**src/rtl/egr_tqu_pkg.sv**
```systemverilog
// single response port, single egress queue; bank depths are powers of two set by the addr widths
package egr_tqu_pkg;

    ////////////////////
    // word formats
    ////////////////////

    // one 64-bit word of packet content
    typedef logic [63:0] data_word_t;

    // word class, control (metadata) or data (payload)
    typedef logic word_type_t;

    localparam word_type_t WORD_TYPE_CTRL = 1'b0;
    localparam word_type_t WORD_TYPE_DATA = 1'b1;

    ////////////////////
    // bank geometry
    ////////////////////

    localparam int CTRL_ADDR_W = 3;
    localparam int DATA_ADDR_W = 4;

    // entries per bank
    localparam int CTRL_DEPTH = 1 << CTRL_ADDR_W;
    localparam int DATA_DEPTH = 1 << DATA_ADDR_W;

    typedef logic [CTRL_ADDR_W-1:0] ctrl_addr_t;
    typedef logic [DATA_ADDR_W-1:0] data_addr_t;

    // occupancy, one extra bit to hold the full value
    typedef logic [CTRL_ADDR_W:0] ctrl_cnt_t;
    typedef logic [DATA_ADDR_W:0] data_cnt_t;

    // complete packets held, bounded by the ctrl depth
    typedef logic [3:0] pkt_cnt_t;

    ////////////////////
    // pull sequencer
    ////////////////////

    typedef enum logic [1:0] {
        PULL_IDLE,
        PULL_CTRL,
        PULL_DATA
    } pull_state_e;

endpackage : egr_tqu_pkg

```
**src/rtl/tqu_buf_ctrl.sv**
```systemverilog
// no back-pressure on tx; tcu_pull only while pkt_ready, reads win over writes on each bank
`timescale 1ns/1ps

module tqu_buf_ctrl
    import egr_tqu_pkg::*;
(
    input  logic        clk,
    input  logic        rst_n,

    // hold stage
    input  logic        hold_valid,
    input  word_type_t  hold_type,
    input  logic        hold_eop,
    input  data_word_t  hold_word,
    output logic        hold_taken,
    output logic        ctrl_full,
    output logic        data_full,

    // control bank
    output ctrl_addr_t  ctrl_addr,
    output logic        ctrl_wr_en,
    output logic        ctrl_rd_en,
    output data_word_t  ctrl_wr_word,
    input  data_word_t  ctrl_rd_word,

    // data bank
    output data_addr_t  data_addr,
    output logic        data_wr_en,
    output logic        data_rd_en,
    output data_word_t  data_wr_word,
    input  data_word_t  data_rd_word,

    // transmit controller
    input  logic        tcu_pull,
    output logic        pkt_ready,
    output logic        tx_valid,
    output logic        tx_ctrl,
    output logic        tx_eop,
    output data_word_t  tx_word
);

    ctrl_addr_t              ctrl_wr_ptr;
    ctrl_addr_t              ctrl_rd_ptr;
    ctrl_cnt_t               ctrl_cnt;
    data_addr_t              data_wr_ptr;
    data_addr_t              data_rd_ptr;
    data_cnt_t               data_cnt;
    logic [DATA_DEPTH-1:0]   eop_flags;
    pkt_cnt_t                pkt_cnt;
    pull_state_e             state;
    pull_state_e             state_nxt;
    logic                    rd_last;

    ////////////////////
    // write side
    ////////////////////

    // held word waits while its bank is being read
    assign ctrl_wr_en = hold_valid && (hold_type == WORD_TYPE_CTRL) && !ctrl_rd_en;
    assign data_wr_en = hold_valid && (hold_type == WORD_TYPE_DATA) && !data_rd_en;
    assign hold_taken = ctrl_wr_en || data_wr_en;

    assign ctrl_wr_word = hold_word;
    assign data_wr_word = hold_word;

    // read pointer wins the single address port
    assign ctrl_addr = ctrl_rd_en ? ctrl_rd_ptr : ctrl_wr_ptr;
    assign data_addr = data_rd_en ? data_rd_ptr : data_wr_ptr;

    // one entry kept spare for the word sitting in the hold stage
    assign ctrl_full = ctrl_cnt >= ctrl_cnt_t'(CTRL_DEPTH - 1);
    assign data_full = data_cnt >= data_cnt_t'(DATA_DEPTH - 1);

    ////////////////////
    // pointers, counts
    ////////////////////

    // last word of the packet when the flagged entry is read
    assign rd_last = data_rd_en && eop_flags[data_rd_ptr];

    always_ff @(posedge clk, negedge rst_n) begin
        if (!rst_n) begin
            ctrl_wr_ptr <= '0;
            ctrl_rd_ptr <= '0;
            ctrl_cnt    <= '0;
            data_wr_ptr <= '0;
            data_rd_ptr <= '0;
            data_cnt    <= '0;
            eop_flags   <= '0;
            pkt_cnt     <= '0;
        end else begin
            if (ctrl_wr_en) begin
                ctrl_wr_ptr <= ctrl_wr_ptr + 1'b1;
                ctrl_cnt    <= ctrl_cnt + 1'b1;
            end else if (ctrl_rd_en) begin
                ctrl_rd_ptr <= ctrl_rd_ptr + 1'b1;
                ctrl_cnt    <= ctrl_cnt - 1'b1;
            end
            // write and read never meet on the data bank
            if (data_wr_en) begin
                data_wr_ptr            <= data_wr_ptr + 1'b1;
                data_cnt               <= data_cnt + 1'b1;
                eop_flags[data_wr_ptr] <= hold_eop;
            end else if (data_rd_en) begin
                data_rd_ptr <= data_rd_ptr + 1'b1;
                data_cnt    <= data_cnt - 1'b1;
            end
            // packet counted once its eop word sits in the bank
            if (data_wr_en && hold_eop) begin
                pkt_cnt <= pkt_cnt + 1'b1;
            end else if (rd_last) begin
                pkt_cnt <= pkt_cnt - 1'b1;
            end
        end
    end

    ////////////////////
    // pull FSM
    ////////////////////

    always_comb begin
        state_nxt = state;
        unique case (state)
            PULL_IDLE: if (tcu_pull) state_nxt = PULL_CTRL;
            PULL_CTRL: state_nxt = PULL_DATA;
            PULL_DATA: if (rd_last) state_nxt = PULL_IDLE;
            default:   state_nxt = PULL_IDLE;
        endcase
    end

    always_ff @(posedge clk, negedge rst_n) begin
        if (!rst_n) begin
            state <= PULL_IDLE;
        end else begin
            state <= state_nxt;
        end
    end

    // one ctrl read, then data reads until the eop entry
    assign ctrl_rd_en = (state == PULL_CTRL);
    assign data_rd_en = (state == PULL_DATA);
    assign pkt_ready  = (pkt_cnt != '0) && (state == PULL_IDLE);

    ////////////////////
    // tx stage
    ////////////////////

    // strobes delayed to line up with bank read data
    always_ff @(posedge clk, negedge rst_n) begin
        if (!rst_n) begin
            tx_valid <= 1'b0;
            tx_ctrl  <= 1'b0;
            tx_eop   <= 1'b0;
        end else begin
            tx_valid <= ctrl_rd_en || data_rd_en;
            tx_ctrl  <= ctrl_rd_en;
            tx_eop   <= rd_last;
        end
    end

    assign tx_word = tx_ctrl ? ctrl_rd_word : data_rd_word;

    // pull only offered with a whole packet stored and the FSM idle
    a_pull_when_ready: assert property (
        @(posedge clk) disable iff (!rst_n) tcu_pull |-> pkt_ready
    ) else $error("tcu_pull without pkt_ready");

    // stall path must keep both banks from overflowing
    a_occupancy: assert property (
        @(posedge clk) disable iff (!rst_n)
        (ctrl_cnt <= ctrl_cnt_t'(CTRL_DEPTH)) && (data_cnt <= data_cnt_t'(DATA_DEPTH))
    ) else $error("bank occupancy above depth");

endmodule : tqu_buf_ctrl

```
**src/rtl/tqu_pkt_buf.sv**
```systemverilog
// single address port; caller must never read and write in one cycle, rd_word holds between reads
`timescale 1ns/1ps

module tqu_pkt_buf
    import egr_tqu_pkg::*;
#(
    parameter int ADDR_W = 3
)
(
    input  logic              clk,
    input  logic [ADDR_W-1:0] addr,
    input  logic              wr_en,
    input  logic              rd_en,
    input  data_word_t        wr_word,
    output data_word_t        rd_word
);

    localparam int DEPTH = 1 << ADDR_W;

    ////////////////////
    // storage
    ////////////////////

    data_word_t mem [DEPTH];

    // synchronous write
    always_ff @(posedge clk) begin
        if (wr_en) begin
            mem[addr] <= wr_word;
        end
    end

    // registered read, data one cycle after rd_en
    always_ff @(posedge clk) begin
        if (rd_en) begin
            rd_word <= mem[addr];
        end
    end

    // one address port, so arbitration upstream must pick one
    a_port_excl: assert property (
        @(posedge clk) !(wr_en && rd_en)
    ) else $error("bank read and write in the same cycle");

endmodule : tqu_pkt_buf

```
**src/rtl/tqu_rrsp_rcv.sv**
```systemverilog
// one-entry hold stage; the source must keep rrsp_valid low while it sees rrsp_stall
`timescale 1ns/1ps

module tqu_rrsp_rcv
    import egr_tqu_pkg::*;
(
    input  logic       clk,
    input  logic       rst_n,

    // read response port
    input  logic       rrsp_valid,
    input  word_type_t rrsp_type,
    input  logic       rrsp_eop,
    input  data_word_t rrsp_word,
    output logic       rrsp_stall,

    // towards the buffer controller
    output logic       hold_valid,
    output word_type_t hold_type,
    output logic       hold_eop,
    output data_word_t hold_word,
    input  logic       hold_taken,
    input  logic       ctrl_full,
    input  logic       data_full
);

    logic accept;

    ////////////////////
    // accept and hold
    ////////////////////

    // a new word may land in the same cycle the old one is written
    assign accept = rrsp_valid && !rrsp_stall;

    always_ff @(posedge clk, negedge rst_n) begin
        if (!rst_n) begin
            hold_valid <= 1'b0;
        end else if (accept) begin
            hold_valid <= 1'b1;
        end else if (hold_taken) begin
            hold_valid <= 1'b0;
        end
    end

    // payload side, type picks the bank downstream
    always_ff @(posedge clk) begin
        if (accept) begin
            hold_type <= rrsp_type;
            hold_eop  <= rrsp_eop;
            hold_word <= rrsp_word;
        end
    end

    ////////////////////
    // stall
    ////////////////////

    // held word blocked by a read, or either bank nearly full
    assign rrsp_stall = (hold_valid && !hold_taken) || ctrl_full || data_full;

    // source side must honour the stall, otherwise a word is dropped
    a_no_valid_in_stall: assert property (
        @(posedge clk) disable iff (!rst_n) rrsp_valid |-> !rrsp_stall
    ) else $error("rrsp_valid raised while rrsp_stall is high");

endmodule : tqu_rrsp_rcv

```
**src/rtl/tqu_top.sv**
```systemverilog
// tag queuing unit, one response port, one egress queue, no back-pressure on tx
`timescale 1ns/1ps

module tqu_top
    import egr_tqu_pkg::*;
(
    input  logic       clk,
    input  logic       rst_n,

    // read response side
    input  logic       rrsp_valid,
    input  word_type_t rrsp_type,
    input  logic       rrsp_eop,
    input  data_word_t rrsp_word,
    output logic       rrsp_stall,

    // transmit side
    output logic       pkt_ready,
    input  logic       tcu_pull,
    output logic       tx_valid,
    output logic       tx_ctrl,
    output logic       tx_eop,
    output data_word_t tx_word
);

    // hold stage to controller
    logic       hold_valid;
    word_type_t hold_type;
    logic       hold_eop;
    data_word_t hold_word;
    logic       hold_taken;
    logic       ctrl_full;
    logic       data_full;

    // bank ports
    ctrl_addr_t ctrl_addr;
    logic       ctrl_wr_en;
    logic       ctrl_rd_en;
    data_word_t ctrl_wr_word;
    data_word_t ctrl_rd_word;
    data_addr_t data_addr;
    logic       data_wr_en;
    logic       data_rd_en;
    data_word_t data_wr_word;
    data_word_t data_rd_word;

    tqu_rrsp_rcv i_rcv (
        .clk        (clk),
        .rst_n      (rst_n),
        .rrsp_valid (rrsp_valid),
        .rrsp_type  (rrsp_type),
        .rrsp_eop   (rrsp_eop),
        .rrsp_word  (rrsp_word),
        .rrsp_stall (rrsp_stall),
        .hold_valid (hold_valid),
        .hold_type  (hold_type),
        .hold_eop   (hold_eop),
        .hold_word  (hold_word),
        .hold_taken (hold_taken),
        .ctrl_full  (ctrl_full),
        .data_full  (data_full)
    );

    tqu_buf_ctrl i_buf_ctrl (
        .clk          (clk),
        .rst_n        (rst_n),
        .hold_valid   (hold_valid),
        .hold_type    (hold_type),
        .hold_eop     (hold_eop),
        .hold_word    (hold_word),
        .hold_taken   (hold_taken),
        .ctrl_full    (ctrl_full),
        .data_full    (data_full),
        .ctrl_addr    (ctrl_addr),
        .ctrl_wr_en   (ctrl_wr_en),
        .ctrl_rd_en   (ctrl_rd_en),
        .ctrl_wr_word (ctrl_wr_word),
        .ctrl_rd_word (ctrl_rd_word),
        .data_addr    (data_addr),
        .data_wr_en   (data_wr_en),
        .data_rd_en   (data_rd_en),
        .data_wr_word (data_wr_word),
        .data_rd_word (data_rd_word),
        .tcu_pull     (tcu_pull),
        .pkt_ready    (pkt_ready),
        .tx_valid     (tx_valid),
        .tx_ctrl      (tx_ctrl),
        .tx_eop       (tx_eop),
        .tx_word      (tx_word)
    );

    // metadata bank
    tqu_pkt_buf #(.ADDR_W(CTRL_ADDR_W)) i_ctrl_buf (
        .clk     (clk),
        .addr    (ctrl_addr),
        .wr_en   (ctrl_wr_en),
        .rd_en   (ctrl_rd_en),
        .wr_word (ctrl_wr_word),
        .rd_word (ctrl_rd_word)
    );

    // payload bank
    tqu_pkt_buf #(.ADDR_W(DATA_ADDR_W)) i_data_buf (
        .clk     (clk),
        .addr    (data_addr),
        .wr_en   (data_wr_en),
        .rd_en   (data_rd_en),
        .wr_word (data_wr_word),
        .rd_word (data_rd_word)
    );

endmodule : tqu_top

```
**config.mk**
```make
export PLATFORM = sky130hd
export DESIGN_NAME = tqu_top
export DESIGN_NICKNAME = d
export VERILOG_FILES = /design/src/rtl/egr_tqu_pkg.sv /design/src/rtl/tqu_buf_ctrl.sv /design/src/rtl/tqu_pkt_buf.sv /design/src/rtl/tqu_rrsp_rcv.sv /design/src/rtl/tqu_top.sv
export SDC_FILE = /design/constraint.sdc
export NUM_CORES = 2
export LEC_CHECK = 0
export BUFFER_PORTS_ARGS = -buffer_cell sky130_fd_sc_hd__buf_2
export CAP_MARGIN = 30
export CORE_ASPECT_RATIO = 1.5
export CORE_UTILIZATION = 50
export DETAILED_ROUTE_END_ITERATION = 12
export PLACE_DENSITY = 0.66
export SLEW_MARGIN = 0
export SYNTH_ARGS = -nofsm -noshare
export SYNTH_HDL_FRONTEND = slang
export SYNTH_SLANG_ARGS = --single-unit
```
**constraint.sdc**
```tcl
create_clock -name clk -period 12.43 [get_ports clk]
set_input_delay 2.486 -clock clk [delete_from_list [all_inputs] [get_ports clk]]
set_output_delay 2.486 -clock clk [all_outputs]
set_load 0.02 [all_outputs]
```
Word level (Yosys, flattened, before mapping) --
Memory sizes are Yosys's and may differ from the RTL's. A register that Yosys moved wholly into a read port is not among the register bits. Index checks and enable logic that the tools add are counted.
Storage, ports and cells: register bits 115, RAM bits 1536, input port bits 70, output and inout bits 69, logic and storage cells 90, memories 2
Cells by class: add/subtract/negate cells 10, magnitude comparators 5, equality and inequality tests 4, mux-type cells 23, bitwise logic cells 3, reduce and logical (&&, ||, !) cells 27
Memory list:
- i_data_buf.mem | words 16, bits a word 64, rd ports 1, clocked after Yosys merged registers in 1, wr ports 1, line tqu_pkt_buf.sv:24 | data_word_t mem [DEPTH];
- i_ctrl_buf.mem | words 8, bits a word 64, rd ports 1, clocked after Yosys merged registers in 1, wr ports 1, line tqu_pkt_buf.sv:24
Operators with widths (count):
- 64-bit two-way mux | 1
- 4-bit two-way mux | 5
- 4-bit by 1-bit adder with 4-bit output, second input constant | 4
- 16-bit bitwise mux | 1
- 1-bit logical AND | 10
- 4-bit by 5-bit less-than comparator with 1-bit output, second input constant | 2
- 5-bit two-way mux | 2
- 1-bit two-way mux | 8
- 2-bit nonzero test | 4
- 4-bit by 1-bit subtractor with 4-bit output, second input constant | 2
- 3-bit by 1-bit adder with 3-bit output, second input constant | 2
- 2-bit case mux with 3 select lines | 1
- 2-bit AND reduction | 3
- 5-bit by 1-bit adder with 5-bit output, second input constant | 1
- 5-bit by 4-bit greater-or-equal comparator with 1-bit output, second input constant | 1
- 5-bit by 1-bit subtractor with 5-bit output, second input constant | 1
- 1-bit binary-select mux with 4-bit select | 1
- 1-bit demux with 4-bit select | 1
- 4-bit by 1-bit greater-or-equal comparator with 1-bit output, second input constant | 1
- 4-bit by 3-bit greater-or-equal comparator with 1-bit output, second input constant | 1
- 1-bit logical NOT | 4
- 1-bit logical OR | 4
- 2-bit two-way mux | 2
- 2-bit != test, second input constant | 2
- other kinds (6) | 8

Depth between registers and ports, before layout --
word-level depth 11, gate-level depth with buffers 12, depth with buffers taken out 9

Modules after synthesis --
From an unflattened synthesis, not the netlist that was laid out.
Second synthesis, totals: cell total of the unflattened synthesis 3167, area, all modules 67957.7 µm²
Modules (own cells, without submodules):
- tqu_pkt_buf (i_data_buf) | times used 1, cells an instance 1648, area each 40158.5 µm², seq. area each 32671.3 µm²
- tqu_pkt_buf (i_ctrl_buf) | times used 1, cells an instance 1015, area each 21368.0 µm², seq. area each 17296.6 µm²
- tqu_buf_ctrl | times used 1, cells an instance 432, area each 4384.2 µm², seq. area each 1201.2 µm²
- tqu_rrsp_rcv | times used 1, cells an instance 72, area each 2047.0 µm², seq. area each 2006.9 µm²

Worst setup path after synthesis --
OpenSTA, ideal clock, no wires.
kind reg-to-reg, from register i_buf_ctrl.state[1], to memory i_ctrl_buf.mem[3][0] (netlist name), enable pin, library setup time 0.578 ns, arrival 8.036 ns, data required time 11.852 ns, slack 3.816 ns, cell stages (with the launch flop) 8, path buffers 3, period minus slack after synthesis 8.614 ns, cell sequence dfrtp_1 -> inv_1 -> ha_1 -> buf_2 -> mux2_2 -> clkbuf_1 -> clkbuf_1 -> nor3b_1
Between the ends: cells in the longest elaborated chain, start to end 5, elaborated cells on any way between the ends 6, classes of those cells 1 x eq/ne; 3 x mux; 2 x reduce/logical
Ends and longest elaborated chain:
- start: declaration | line tqu_buf_ctrl.sv:50 | pull_state_e state;
- start signal: assignment | line tqu_buf_ctrl.sv:135 | state <= state_nxt;
- 2-bit by 1-bit equality test with 1-bit output * | line tqu_buf_ctrl.sv:140 | assign ctrl_rd_en = (state == PULL_CTRL);
- named net ctrl_rd_en | line tqu_top.sv:38 | logic ctrl_rd_en;
- 1-bit logical NOT | line tqu_buf_ctrl.sv:59 | assign ctrl_wr_en = hold_valid && (hold_type == WORD_TYPE_CTRL) && !ctrl_rd_en;
- 1-bit logical AND | line tqu_buf_ctrl.sv:59
- 1-bit two-way mux | line tqu_pkt_buf.sv:28 | if (wr_en) begin
- 1-bit two-way mux (not written as such) | line tqu_pkt_buf.sv:29 | mem[addr] <= wr_word;
- end: declaration | line tqu_pkt_buf.sv:24
The timed path passes the listed nets; every way through them passes the cells marked *.

Worst setup path in the final report --
from register i_buf_ctrl.state[0], to output port rrsp_stall
Between the ends: cells in the longest elaborated chain, start to end 8, elaborated cells on any way between the ends 11, classes of those cells 2 x eq/ne; 9 x reduce/logical
Ends and longest elaborated chain:
- 2-bit by 1-bit equality test with 1-bit output / 2-bit equality test (equally long branches) | line tqu_buf_ctrl.sv:140, tqu_buf_ctrl.sv:141
- 1-bit logical NOT (on tied branches) | line tqu_buf_ctrl.sv:59, tqu_buf_ctrl.sv:60
- 1-bit logical AND (on tied branches) | line tqu_buf_ctrl.sv:59, tqu_buf_ctrl.sv:60
- 1-bit logical OR * | line tqu_buf_ctrl.sv:61 | assign hold_taken = ctrl_wr_en || data_wr_en;
- 1-bit logical NOT * | line tqu_rrsp_rcv.sv:60 | assign rrsp_stall = (hold_valid && !hold_taken) || ctrl_full || data_full;
- 1-bit logical AND * | line tqu_rrsp_rcv.sv:60
- 1-bit logical OR * (2 in a row) | line tqu_rrsp_rcv.sv:60
- end: declaration | line tqu_top.sv:15 | output logic rrsp_stall,
Every way passes the cells marked *; elsewhere a longest branch is shown, timed or not.

==> run metrics <==
GRT busiest layer met2; clk slew on worst S/H paths 70 ps; largest net degree at the start of global routing 89; initial DRC count 4191; design area 76250 µm²; R2R depth 8; Vias 38980; CTS tree built; top-area cell type share of the netlist area 76.23%; Crit. Startpoint i_buf_ctrl.state[0]; cts-stage hold buffer count 0; critical path, cell by cell inv_1, ha_4, buf_4, mux2_2, nand2_1, nand3_1, buf_2; crit path max fanout 54; Setup Fix Bufs, Post-CTS 0; Die Height 454.2 µm; Via density 6.614; initial antenna violation count 8; RSZ-0062 raised after global routing false; Fin Setup TNS 0 ps; Comb pwr share 29.4%; Power Density 238.7 nW/µm²; Syn Inst Count 3918; CP Buf/Inv Count 3; clk_lat worst skew 800 ps; setup slack at placement 6563 ps; fillcell total 10200; part of the power in registers 43.8%; Die X 303.4 µm; CTS sink count 1779; Final Hold Fails 0; Final GP Congestion 0.7836; Setup crit end rrsp_stall; Critical Path AT 3810 ps; Worst VDD drop 0.2945 mV; outcome completed; Routed Wire Length 183800 µm; Layout area overhead 11.89%; Root Driver clkbuf_16; Core Region 135000 µm²; Avg Inst Size Synth 17.39 µm²; ys flop type edfxtp_1; min-delay worst type reg -> reg; # nets final 4101; placed cell area 71130 µm²; Internal 0.01208 W; Final setup viols 0; largest cells by area after synthesis edfxtp_1 76%, o21ai_0 7.0%, mux4_2 4.4%, dfrtp_1 1.8%, mux2_2 1.6%; # DRC 0; Setup CP Type reg -> out; sequential-to-total area share from yosys stat 78.03%; routed wire length per instance 31.19 µm; Fmax 158.9 MHz; Largest delay share family, worst path buffers and inverters; Ports 139; clock tree buffer depth 3; ys async rst share 2.754%; CP Capture Type output pin; met3 Use GR 4.194%; cell taking the most area after synthesis edfxtp_1; Worst path depth 7; Post-synth EDFFs 1730; Die ar. 137800 µm²; Mapped Nets 4009; grt met1 use 34.06%; Clock Skew 27.79 ps; Clock power frac 26.8%; Slew HR 31.50%; clock buffer count from CTS 160; Yosys reg bits 1779; share of cells above drive strength 1 17.73%; critical path launch point type flip-flop; final worst path period need 6292 ps; critical path's slowest cell buf_4; Worst Hold Depth 1; CTS-repair resized insts 0; number of global-route vias before repair 39240; Max-cap violations 0; worst reg2reg setup slack 6540 ps; worst reg2reg path endpoint i_data_buf.mem[7][46]; library cells used by synthesis 53; Final WS setup 6138 ps; Slew Viols, Final 0; switching power 0.006123 W; hpwl dp 97330 µm; Reg-to-Reg Start i_buf_ctrl.state[0]; port bufs 138; period utilization 50.62%; GR Util met2 46.35%; first-pass GRT wire length 267400 µm; switching share of power 33.64%; crit-path max cell delay 900 ps; synth warn 0; Post-DRT Antenna Nets 0; initial core utilization 50.48%; Total GRT Usage 26.85%; Overflow after GRT 0; standard-cell rows 165; P_leak 23.85 nW; 1st-pass router iterations 5; Mapped Area 68150 µm²; worst slew pin tran 1028 ps; htree depth 4; worst path required time 9940 ps
==> power by group through the flow <==
stage | clock [W] | sequential, W | combinational, W
2_1_floorplan | 0 | 0.00779 | 0.00353
4_1_cts | 0.00492 | 0.00798 | 0.00534
5_1_grt | 0.00513 | 0.00803 | 0.00566
3_3_place_gp | 0 | 0.00809 | 0.00523
6_report | 0.00487 | 0.00798 | 0.00535
3_5_place_dp | 0 | 0.00810 | 0.00532
==> cell families after synthesis <==
logic type	after synthesis	synth area share, %
buffers and inverters	313	1.796
and+or+nand+nor	230	1.942
AOI/OAI and AO/OA	1311	11.36
xor gates and xnor gates	18	0.2313
muxes	246	6.224
adders and majority gates	21	0.4186
DFF	1779	78.03
==> worst min path at each step <==
| stage | startpoint | to | slack, ps |
|---|---|---|---|
| 2_1_floorplan | i_buf_ctrl.ctrl_cnt[3] | i_buf_ctrl.ctrl_cnt[3] | 450 |
| 3_3_place_gp | i_buf_ctrl.ctrl_cnt[3] | i_buf_ctrl.ctrl_cnt[3] | 490 |
| 3_5_place_dp | i_buf_ctrl.ctrl_cnt[3] | i_buf_ctrl.ctrl_cnt[3] | 500 |
| 4_1_cts | i_buf_ctrl.ctrl_cnt[3] | i_buf_ctrl.ctrl_cnt[3] | 510 |
| 5_1_grt | i_buf_ctrl.ctrl_cnt[3] | i_buf_ctrl.ctrl_cnt[3] | 540 |
| 6_report | i_buf_ctrl.ctrl_cnt[3] | i_buf_ctrl.ctrl_cnt[3] | 520 |
==> Yosys cell counts (8+ instances only) <==
cell type / count
a211o_1: 64
a21oi_1: 8
a221o_1: 62
a22o_1: 64
a31oi_1: 63
a41oi_1: 64
buf_2: 36
clkbuf_1: 263
dfrtp_1: 49
edfxtp_1: 1730
ha_1: 18
inv_1: 11
mux2_2: 95
mux2i_1: 15
mux4_2: 132
nand2_1: 20
nand4_1: 130
nor2_1: 34
nor3_1: 10
o21ai_0: 958
xnor2_1: 12
==> layout by cell type (no fill, tap or decap), types with 4 or more instances in the layout <==
cell type   netlist  layout
clkinv_1          0      23
nand2_1          20      20
buf_16            0       9
edfxtp_1       1730    1730
buf_4             1      78
clkinv_2          0      24
a221o_1          62      62
inv_1            11      11
clkinvlp_4        0       6
nand4_1         130     130
mux2i_1          15      14
a22o_1           64      64
xor2_1            6       6
a211o_1          64      64
bufinv_16         0      12
a41oi_1          64      64
clkbuf_16         0     163
buf_12            0       6
buf_2            36     139
a21o_1            5       5
a21oi_1           8       7
a31oi_1          63      63
inv_6             0      12
nor2b_4           0       4
nor3b_2           1       6
ha_1             18      16
xnor2_1          12      12
nand3_1           5       5
mux2_2           95      94
and3b_4           0       6
clkbuf_1        263      45
dfrtp_1          49      48
nor2_4            0      17
nor3_1           10       5
nor2_1           34      17
o21ai_1           7       4
mux4_2          132     132
o21ai_0         958     958
nor3_2            1       5
==> flip-flops by register name (all words and copies together) (netlist names), 2 cells and up <==
| register | count |
|---|---|
| i_rcv.hold_word | 64 |
| i_buf_ctrl.ctrl_cnt | 4 |
| i_buf_ctrl.ctrl_rd_ptr | 3 |
| i_buf_ctrl.data_cnt | 5 |
| i_ctrl_buf.rd_word | 64 |
| i_ctrl_buf.mem | 512 |
| i_buf_ctrl.pkt_cnt | 4 |
| i_data_buf.mem | 1024 |
| i_buf_ctrl.eop_flags | 16 |
| i_buf_ctrl.data_wr_ptr | 4 |
| i_buf_ctrl.state | 2 |
| i_data_buf.rd_word | 64 |
| i_buf_ctrl.data_rd_ptr | 4 |
| i_buf_ctrl.ctrl_wr_ptr | 3 |
==> through the flow <==
step                power [W]  hold WS [ps]  cells  util (%)
floorplan             0.01132         447.1   3918         -
global placement      0.01332         488.1   5584     52.44
detailed placement    0.01342         502.1   5599     52.69
CTS                   0.01824         515.0   5890     56.44
global route          0.01882         542.8   5893     56.48
finish                0.01820         515.9   5893     56.48
==> layer usage <==
layer / share of wire [%] / vias up / wire (µm)
met4: 3.4 / 2 / 6309
met3: 8.0 / 413 / 14770
met2: 52 / 2001 / 95530
li1: - / 16180 / -
met5: 0.0060 / - / 11
met1: 37 / 20380 / 67160
==> layout make-up <==
class	count	area (µm²)	area share [%]
Clock inverter	81	792.0	1.039
Multi-Input combinational cell	1826	14120	18.52
Sequential cell	1779	53180	69.74
Timing Repair Buffer	232	1649	2.163
Antenna cell	1	2.502	0.003282
Clock buffer	210	4275	5.607
Inverter	11	41.29	0.05415
Tap cell	1753	2193	2.876
Power figures use the tool's default switching activity.
